File: src/logic/lsq_config.svh
// sizing macros for the load/store queue and data memory, include before any module that sizes ports
`ifndef LSQ_CONFIG_SVH
`define LSQ_CONFIG_SVH

// queue geometry
`define LSQ_DEPTH 16 // slots in the queue
`define LSQ_ID_W  4  // slot id, log2 of depth
`define LSQ_TAG_W 4  // writeback register tag

// datapath
`define DATA_W 32 // one memory word
`define ADDR_W 32 // byte address from the core

// data memory
`define MEM_WORDS 1024 // 4 KB of words
`define MEM_IDX_W 10   // word index, addr[11:2]

`endif

File: src/logic/mem_pkg.sv
// memory-side types shared by the queue, the memory model and the request interface
`include "lsq_config.svh"

package mem_pkg;

  // one data word as seen by core and memory
  typedef logic [`DATA_W-1:0] word_t;

  // byte address, low two bits ignored by the memory
  typedef logic [`ADDR_W-1:0] addr_t;

  // word index into the memory array
  // taken from addr[11:2]
  typedef logic [`MEM_IDX_W-1:0] mem_idx_t;

endpackage

File: src/logic/lsq_pkg.sv
// queue-side types: slot ids, register tags, occupancy and the queue entry layout
`include "lsq_config.svh"

package lsq_pkg;

  // queue slot, also the id carried on memory requests
  typedef logic [`LSQ_ID_W-1:0] slot_id_t;

  // writeback register tag, passed through untouched
  typedef logic [`LSQ_TAG_W-1:0] reg_tag_t;

  // occupancy, one bit wider than the slot id so full fits
  typedef logic [`LSQ_ID_W:0] count_t;

  // one queue slot, 71 bits
  typedef struct packed {
    logic           valid;    // slot occupied
    logic           is_store; // 1 store, 0 load
    logic           done;     // data present, may retire
    mem_pkg::addr_t addr;     // byte address
    mem_pkg::word_t data;     // store data, or load result once done
    reg_tag_t       tag;      // writeback register
  } lsq_entry_t;

endpackage

File: src/logic/mem_if.sv
// request/response bundle between the queue and the data memory, no handshake
interface mem_if;
  import mem_pkg::*;
  import lsq_pkg::*;

  // request side, driven by the queue from registers
  logic     req_valid; // one request per cycle at most
  logic     req_rw;    // 1 write, 0 read
  addr_t    req_addr;
  word_t    req_wdata;
  slot_id_t req_id;    // queue slot that owns the request

  // response side, exactly two cycles after the request
  logic     rsp_valid;
  slot_id_t rsp_id;
  word_t    rsp_data;  // zero for writes

  modport queue (
    output req_valid, req_rw, req_addr, req_wdata, req_id,
    input  rsp_valid, rsp_id, rsp_data
  );

  // memory always accepts, answers in request order
  modport mem (
    input  req_valid, req_rw, req_addr, req_wdata, req_id,
    output rsp_valid, rsp_id, rsp_data
  );

endinterface

File: src/logic/ldst_queue.sv
// in-order load/store queue: allocates slots, issues memory requests, collects responses, retires
`include "lsq_config.svh"

module ldst_queue (
  input  logic                clk,
  input  logic                rst,
  // core side
  input  logic                i_ld,
  input  logic                i_st,
  input  mem_pkg::addr_t      i_addr,
  input  mem_pkg::word_t      i_wdata,
  input  lsq_pkg::reg_tag_t   i_tag,
  // forward search result for the operation at the inputs
  input  logic                i_fwd_hit,
  input  mem_pkg::word_t      i_fwd_data,
  // queue state fed to the forward search
  output lsq_pkg::lsq_entry_t o_entries [`LSQ_DEPTH],
  output lsq_pkg::slot_id_t   o_head,
  output lsq_pkg::slot_id_t   o_tail,
  // memory side
  mem_if.queue                mif,
  // retire and status
  output logic                o_retire,
  output mem_pkg::word_t      o_rdata,
  output lsq_pkg::reg_tag_t   o_tag,
  output logic                o_is_store,
  output logic                o_full,
  output logic                o_empty
);
  import mem_pkg::*;
  import lsq_pkg::*;

  lsq_entry_t entries [`LSQ_DEPTH]; // circular buffer
  slot_id_t   head;                 // oldest entry
  slot_id_t   tail;                 // next free slot
  count_t     count;                // occupied slots

  logic       accept; // operation taken this edge
  logic       fwd_ld; // load satisfied from an older store
  logic       retire; // head leaves this edge
  lsq_entry_t head_e;

  // offers while full are dropped, the core is told via o_full
  assign accept = (i_ld | i_st) & ~o_full;
  // only a load may use the forward hit
  assign fwd_ld = accept & i_ld & i_fwd_hit;

  assign head_e = entries[head];
  assign retire = head_e.valid & head_e.done; // strictly in order

  // slot state, pointers and request strobe
  always_ff @(posedge clk) begin
    if (rst) begin
      for (int k = 0; k < `LSQ_DEPTH; k++) begin
        entries[k].valid <= 1'b0;
        entries[k].done  <= 1'b0;
      end
      head          <= '0;
      tail          <= '0;
      count         <= '0;
      mif.req_valid <= 1'b0;
    end else begin
      // pop head, never the same slot as tail or a pending response
      if (retire) begin
        entries[head].valid <= 1'b0;
        entries[head].done  <= 1'b0;
        head                <= head + 1'b1;
      end

      // allocate at tail
      if (accept) begin
        entries[tail].valid    <= 1'b1;
        entries[tail].is_store <= i_st;
        entries[tail].done     <= fwd_ld; // forwarded load completes at once
        entries[tail].addr     <= i_addr;
        entries[tail].data     <= fwd_ld ? i_fwd_data : i_wdata;
        entries[tail].tag      <= i_tag;
        tail                   <= tail + 1'b1;
      end

      // memory answer completes its slot
      if (mif.rsp_valid) begin
        entries[mif.rsp_id].done <= 1'b1;
        if (!entries[mif.rsp_id].is_store) begin
          entries[mif.rsp_id].data <= mif.rsp_data; // keep store data for forwarding
        end
      end

      count <= count + count_t'(accept) - count_t'(retire);

      // request is valid the cycle after acceptance
      mif.req_valid <= accept & ~fwd_ld;
    end
  end

  // request payload, only meaningful with req_valid
  always_ff @(posedge clk) begin
    if (accept) begin
      mif.req_rw    <= i_st;
      mif.req_addr  <= i_addr;
      mif.req_wdata <= i_wdata;
      mif.req_id    <= tail; // slot id comes back on rsp_id
    end
  end

  // search view
  assign o_entries = entries;
  assign o_head    = head;
  assign o_tail    = tail;

  // retire port, combinational from the head slot
  assign o_retire   = retire;
  assign o_is_store = head_e.is_store;
  assign o_rdata    = head_e.is_store ? '0 : head_e.data; // stores show zero
  assign o_tag      = head_e.tag;

  assign o_full  = (count == count_t'(`LSQ_DEPTH));
  assign o_empty = (count == '0);

endmodule

File: src/flat_wrapper.sv
// flat-port wrapper written by rule: the top's interface ports become plain ports
module ldst_queue_flat import mem_pkg::*; import lsq_pkg::*;
  (clk, rst, i_ld, i_st, i_addr, i_wdata, i_tag, i_fwd_hit, i_fwd_data, o_entries, o_head, o_tail, o_retire, o_rdata, o_tag, o_is_store, o_full, o_empty, mif_req_valid, mif_req_rw, mif_req_addr, mif_req_wdata, mif_req_id, mif_rsp_valid, mif_rsp_id, mif_rsp_data);
  mem_if mif_i ();
  input  logic clk;
  input  logic rst;
  input  logic i_ld;
  input  logic i_st;
  input  mem_pkg::addr_t i_addr;
  input  mem_pkg::word_t i_wdata;
  input  lsq_pkg::reg_tag_t i_tag;
  input  logic i_fwd_hit;
  input  mem_pkg::word_t i_fwd_data;
  output lsq_pkg::lsq_entry_t o_entries[`LSQ_DEPTH];
  output lsq_pkg::slot_id_t o_head;
  output lsq_pkg::slot_id_t o_tail;
  output logic o_retire;
  output mem_pkg::word_t o_rdata;
  output lsq_pkg::reg_tag_t o_tag;
  output logic o_is_store;
  output logic o_full;
  output logic o_empty;
  output wire logic [$bits(mif_i.req_valid)-1:0] mif_req_valid;
  output wire logic [$bits(mif_i.req_rw)-1:0] mif_req_rw;
  output wire logic [$bits(mif_i.req_addr)-1:0] mif_req_addr;
  output wire logic [$bits(mif_i.req_wdata)-1:0] mif_req_wdata;
  output wire logic [$bits(mif_i.req_id)-1:0] mif_req_id;
  input wire logic [$bits(mif_i.rsp_valid)-1:0] mif_rsp_valid;
  input wire logic [$bits(mif_i.rsp_id)-1:0] mif_rsp_id;
  input wire logic [$bits(mif_i.rsp_data)-1:0] mif_rsp_data;
  assign mif_req_valid = mif_i.req_valid;
  assign mif_req_rw = mif_i.req_rw;
  assign mif_req_addr = mif_i.req_addr;
  assign mif_req_wdata = mif_i.req_wdata;
  assign mif_req_id = mif_i.req_id;
  assign mif_i.rsp_valid = mif_rsp_valid;
  assign mif_i.rsp_id = mif_rsp_id;
  assign mif_i.rsp_data = mif_rsp_data;
  ldst_queue u_core (.clk(clk), .rst(rst), .i_ld(i_ld), .i_st(i_st), .i_addr(i_addr), .i_wdata(i_wdata), .i_tag(i_tag), .i_fwd_hit(i_fwd_hit), .i_fwd_data(i_fwd_data), .o_entries(o_entries), .o_head(o_head), .o_tail(o_tail), .mif(mif_i), .o_retire(o_retire), .o_rdata(o_rdata), .o_tag(o_tag), .o_is_store(o_is_store), .o_full(o_full), .o_empty(o_empty));
endmodule
File: config.mk
export PLATFORM = sky130hd
export DESIGN_NAME = ldst_queue_flat
export DESIGN_NICKNAME = d
export VERILOG_FILES = /design/src/logic/mem_pkg.sv /design/src/logic/lsq_pkg.sv /design/src/logic/mem_if.sv /design/src/logic/ldst_queue.sv /design/src/flat_wrapper.sv
export VERILOG_INCLUDE_DIRS = /design/src /design/src/logic
export SDC_FILE = /design/constraint.sdc
export NUM_CORES = 2
export LEC_CHECK = 0
export ABC_AREA = 1
export CAP_MARGIN = 5
export CELL_PAD_IN_SITES_DETAIL_PLACEMENT = 1
export CELL_PAD_IN_SITES_GLOBAL_PLACEMENT = 1
export CORE_AREA = 2 2 542 544
export CTS_BUF_LIST = sky130_fd_sc_hd__clkbuf_4
export DETAILED_ROUTE_END_ITERATION = 8
export DIE_AREA = 0 0 544 546
export DONT_BUFFER_PORTS = 1
export GPL_ROUTABILITY_DRIVEN = 0
export PLACE_DENSITY_LB_ADDON = 0.1
export SLEW_MARGIN = 10
export SYNTH_ARGS = -nofsm -noshare
export SYNTH_HDL_FRONTEND = slang
export SYNTH_SLANG_ARGS = --single-unit
export TNS_END_PERCENT = 1
File: constraint.sdc
create_clock -name clk -period 25.3 [get_ports clk]
set_input_delay 2.53 -clock clk [delete_from_list [all_inputs] [get_ports clk]]
set_output_delay 2.53 -clock clk [all_outputs]
set_load 0.02 [all_outputs]
# == Yosys cells after proc, flatten, opt, wreduce, memory -nomap -nowiden ==
# Index checks and enable logic that the tools add are counted.
# word_totals
reg_bits,1219
latch_bits,0
mem_bits_rw,0
rom_bits,0
n_memories,0
# op_classes
n_addsub,4
multipliers,0
div_mod_pow,0
n_lt_le_gt_ge,6
eq_ne,1
n_shift,0
n_mux,44
bitwise_logic,11
n_reduce_logical,4
# op_table
operator,count
$bwmux 1136,10
$mux 1136,6
$demux 71 s4,10
$bmux 71 s4,2
$mux 71,4
$mux 70,3
$mux 69,3
$mux 36,2
$mux 68,1
$mux 32,2
$ge 5x5->1 const B,3
$lt 5x1->1 const B,3
$not 4->5,3
$add 4x1->4 const B,2
$add 5x1->5,1
$and 1x1->1,5
$eq 5x5->1 const B,1
$logic_not 5->1,1
$sub 5x1->5,1
$mux 4,1
$logic_and 1x1->1,3
$not 1->1,2
$or 1x1->1,1

# == Depth between registers and ports, before layout ==
# depth
ltp_word,21
mapped_depth,20
depth_no_buf,18

# == Least setup slack after synthesis ==
# Ideal clock, no wire load.
# synth_timing
kind,input to register
from,in rst
to,"reg u_core.entries (netlist bit u_core.o_entries[1000]), enable pin"
setup_time_ps,1075
arrival_time_ps,16738
path_slack_ps,7487
stages,3
n_path_buf,2
cell_sequence,clkbuf_1 > inv_1 > buf_1
# synth_lines
element,line_no,rtl
"start, declared",flat_wrapper.sv:6,input logic rst;
"end, declared",ldst_queue.sv:33,lsq_entry_t entries [`LSQ_DEPTH];
# No word-level cell between the ends.

# == Final worst setup path ==
# layout_timing
from,reg u_core.head[0] (netlist: u_core.o_head[0])
to,out o_rdata[17]
# layout_via
elab_chain_cells,5
# layout_rtl
element,line_no,rtl
"start, declared",ldst_queue.sv:34,slot_id_t head;
"start signal, assigned",ldst_queue.sv:67,head <= head + 1'b1;
$not 4->5 (implied by the code),ldst_queue.sv:48,assign head_e = entries[head];
$bmux 71 s4,ldst_queue.sv:48,
$mux 71 (implied by the code) (2 in a row),ldst_queue.sv:48,
$mux 32,ldst_queue.sv:114,assign o_rdata = head_e.is_store ? '0 : head_e.data;
"end, declared",flat_wrapper.sv:18,output mem_pkg::word_t o_rdata;
# No other way between the ends. The select of a mux whose other input is x is not followed.

==> results.py <==
metrics = {
    "grt": {
        "grt_pass1_wl_um": 506000,
        "antenna_found_initial": 44,
        "overflow": 0,
        "grt_pass1_vias": 48751,
        "grt_max_degree": 168,
        "track_usage_pct": 25.5,
    },
    "die": {
        "rows": 199,
        "die_area_mm2": 0.297,
        "initial_core_util_pct": 19.5,
        "die_x_um": 544,
        "coreArea_mm2": 0.292,
        "io_pins": 1396,
        "fp.dieH_um": 546,
    },
    "outcome": {
        "outcome": "finished clean",
    },
    "power": {
        "p_per_area_mw_per_mm2": 90.3,
        "clkPwrFrac_pct": 35.6,
        "p_sw_mw": 2.24,
        "seqPwrFrac_pct": 47.9,
        "ir_drop_uv": 34.7,
        "swShare_pct": 37.4,
        "comb_power_share_pct": 16.5,
        "power_leakage_nw": 24.6,
        "finalPower_mw": 5.98,
        "p_int_mw": 3.75,
    },
    "yosys": {
        "syn-num-nets": 6107,
        "syn_area_per_cell_um2": 9.59,
        "yosysSeqAreaShare_pct": 63.4,
        "synthCells": 5950,
        "synth_warnings": 0,
        "syn-cell-area_mm2": 0.0570,
        "synth.distinct_cells": 29,
        "ys_ff_latch": 1219,
    },
    "route": {
        "drc": 0,
        "routedWlPerCell_um": 38.5,
        "viasPerCell": 4.76,
        "vias": 48517,
        "postRouteWirelength_um": 392000,
        "first_iter_violations": 4282,
        "firstDrtPassIters": 5,
        "drtAntennaViolNets": 0,
    },
    "sta": {
        "min_period_over_period_pct": 33.4,
        "drv_slew": 0,
        "tns_ns": 0,
        "skew_ns": 0.167,
        "worst_pin_slew_ns": 1.21,
        "setup_viol": 0,
        "clock.fmax_ghz": 0.118,
        "period_needed_ns": 8.45,
        "slew_headroom_pct": 19.4,
        "finalHoldViolations": 0,
        "grt_setup_unrepaired": "false",
    },
    "finish": {
        "multi_input_area_mm2": 0.0183,
        "nets": 6114,
        "regArea_mm2": 0.0362,
        "drive_gt1_share_pct": 12.7,
        "fill_cells": 33561,
        "syn2layout_area_growth_pct": 16.2,
    },
    "placement": {
        "place_hpwl_um": 263000,
        "portBuffers": 0,
    },
    "setup_path": {
        "start_kind": "flop",
        "critPathKind": "reg2out",
        "crit_fanout": 82,
        "crit_required_ns": 22.77,
        "cp.arrival_ns": 5.92,
        "cp-end-kind": "output pin",
    },
    "clocking": {
        "cts_tree": "yes",
        "cts_sinks": 1219,
        "ctsHoldBuffers": 0,
        "clk_pin_slew_ns": 0.07,
        "clockBufferDepth": 4,
        "clock_latency_ns": 1.35,
        "clock-root-buffer": "clkbuf_4",
        "ctsResizeCount": 0,
        "post-cts-setup-buffer-count": 0,
        "cts_buffers": 385,
        "htreeDepth": 5,
    },
    "run": {
        "max_cap_viol_count": 0,
    },
    "hold_path": {
        "min_path_type": "reg2reg",
    },
}
[worst max-delay path, stage by stage, from the launching register on]
cell and delay (ns):
dfxtp_4 0.70, buf_4 0.67, buf_4 0.84, buf_4 0.78
o21ai_0 0.18, o21ai_0 0.23, nand2_1 0.15, a41oi_1 0.76
[synth_stat cells]
library cell  instances  area [um2]
o21ai_0             418        2090
xor2_1                2        17.5
o22ai_1              32         200
nand2_2               1        6.26
a21oi_1             352        1760
clkinv_1              2        7.51
o21ai_1              10        50.1
a211oi_1              1        7.51
clkbuf_1            307        1150
buf_2               103         515
nand2_1            2020        7580
nor2_4                1        11.3
buf_4                23         173
fa_1                  1        20.0
nor2_1              355        1330
buf_1                41         154
buf_6                 1        11.3
nand3_1             484        2420
inv_2                12        45.0
nor3_1                4        20.0
o21a_1              159        1190
nand4_1               6        37.5
o211ai_1             81         608
dfxtp_1              46         921
a41oi_1              32         280
or2_2                 1        6.26
inv_1               268        1010
edfxtp_1           1173       35200
ha_1                 14         175
[through the flow]
step	util, %	hold slack [ns]	setup WS [ns]	instance area (um2)	instances
global route	22.7	0.630	16.37	66200	10186
detailed placement	21.0	0.572	18.10	61200	9489
CTS	22.7	0.593	16.62	66200	10166
floorplan	-	0.544	7.49	57000	5950
finish	22.7	0.587	16.85	66300	10202
global placement	21.0	0.565	18.18	61200	9489
[per-layer routing]
layer  track usage (%)  wire (um)  up-vias
li1                  -          -    20594
met1              29.2     149000    25238
met2              42.9     189000     2216
met3              10.4      41200      461
met4              8.34      12900        8
met5                 0         64        -
[cell usage in the layout, fill, tap and decap left out, drive strengths merged]
cell type  instances
o22ai             32
nand4              6
bufinv             7
fa                 1
clkbuf           553
a21oi            352
nand2           2021
edfxtp          1173
a41oi             32
clkinv           113
o211ai            81
nand3            484
nor2             356
diode             36
xor2               2
nor3               4
clkinvlp           6
buf               95
o21ai            428
or2                1
o21a             159
ha                14
dfxtp             46
a211oi             1
inv              280
[logic make-up after synthesis]
| family | synth area share (%) |
|---|---|
| AOI/OAI and AO/OA | 10.9 |
| adders and majority gates | 0.342 |
| and+or+nand+nor | 20.0 |
| buffers and inverters | 5.37 |
| DFF | 63.4 |
| xor gates and xnor gates | 0.0307 |
[worst paths after layout]
check                           slack, ns                          to                           from  cells after the start
worst min register to register       0.59  u_core.count[4]$_SDFF_PP0_     u_core.count[3]$_SDFF_PP0_                      2
worst max-delay path                16.85                 o_rdata[17]  u_core.o_head[0]$_SDFFE_PP0N_                      7
worst max register to register      20.06                        flop     u_core.count[2]$_SDFF_PP0_                     11
worst min-delay path                 0.59  u_core.count[4]$_SDFF_PP0_     u_core.count[3]$_SDFF_PP0_                      2
[power groups by stage]
stage               logic (mW)  clock network (mW)  registers [mW]
floorplan                0.603                   0            2.74
global placement         0.989                   0            2.91
detailed placement        1.00                   0            2.91
CTS                       1.01                2.22            2.87
global route              1.08                2.31            2.88
finish                   0.987                2.13            2.86
[area by class of cell]
cell class              instances  area share (%)
clock buffers                 553            6.26
inverters                     282            1.66
well taps                    3919            7.40
repair buffers                 95            1.17
multi-input cells            3974            27.6
diodes                         36           0.136
flip-flops and latches       1219            54.6
clock inverters               124            1.21
(Power assumes the default switching activity.)
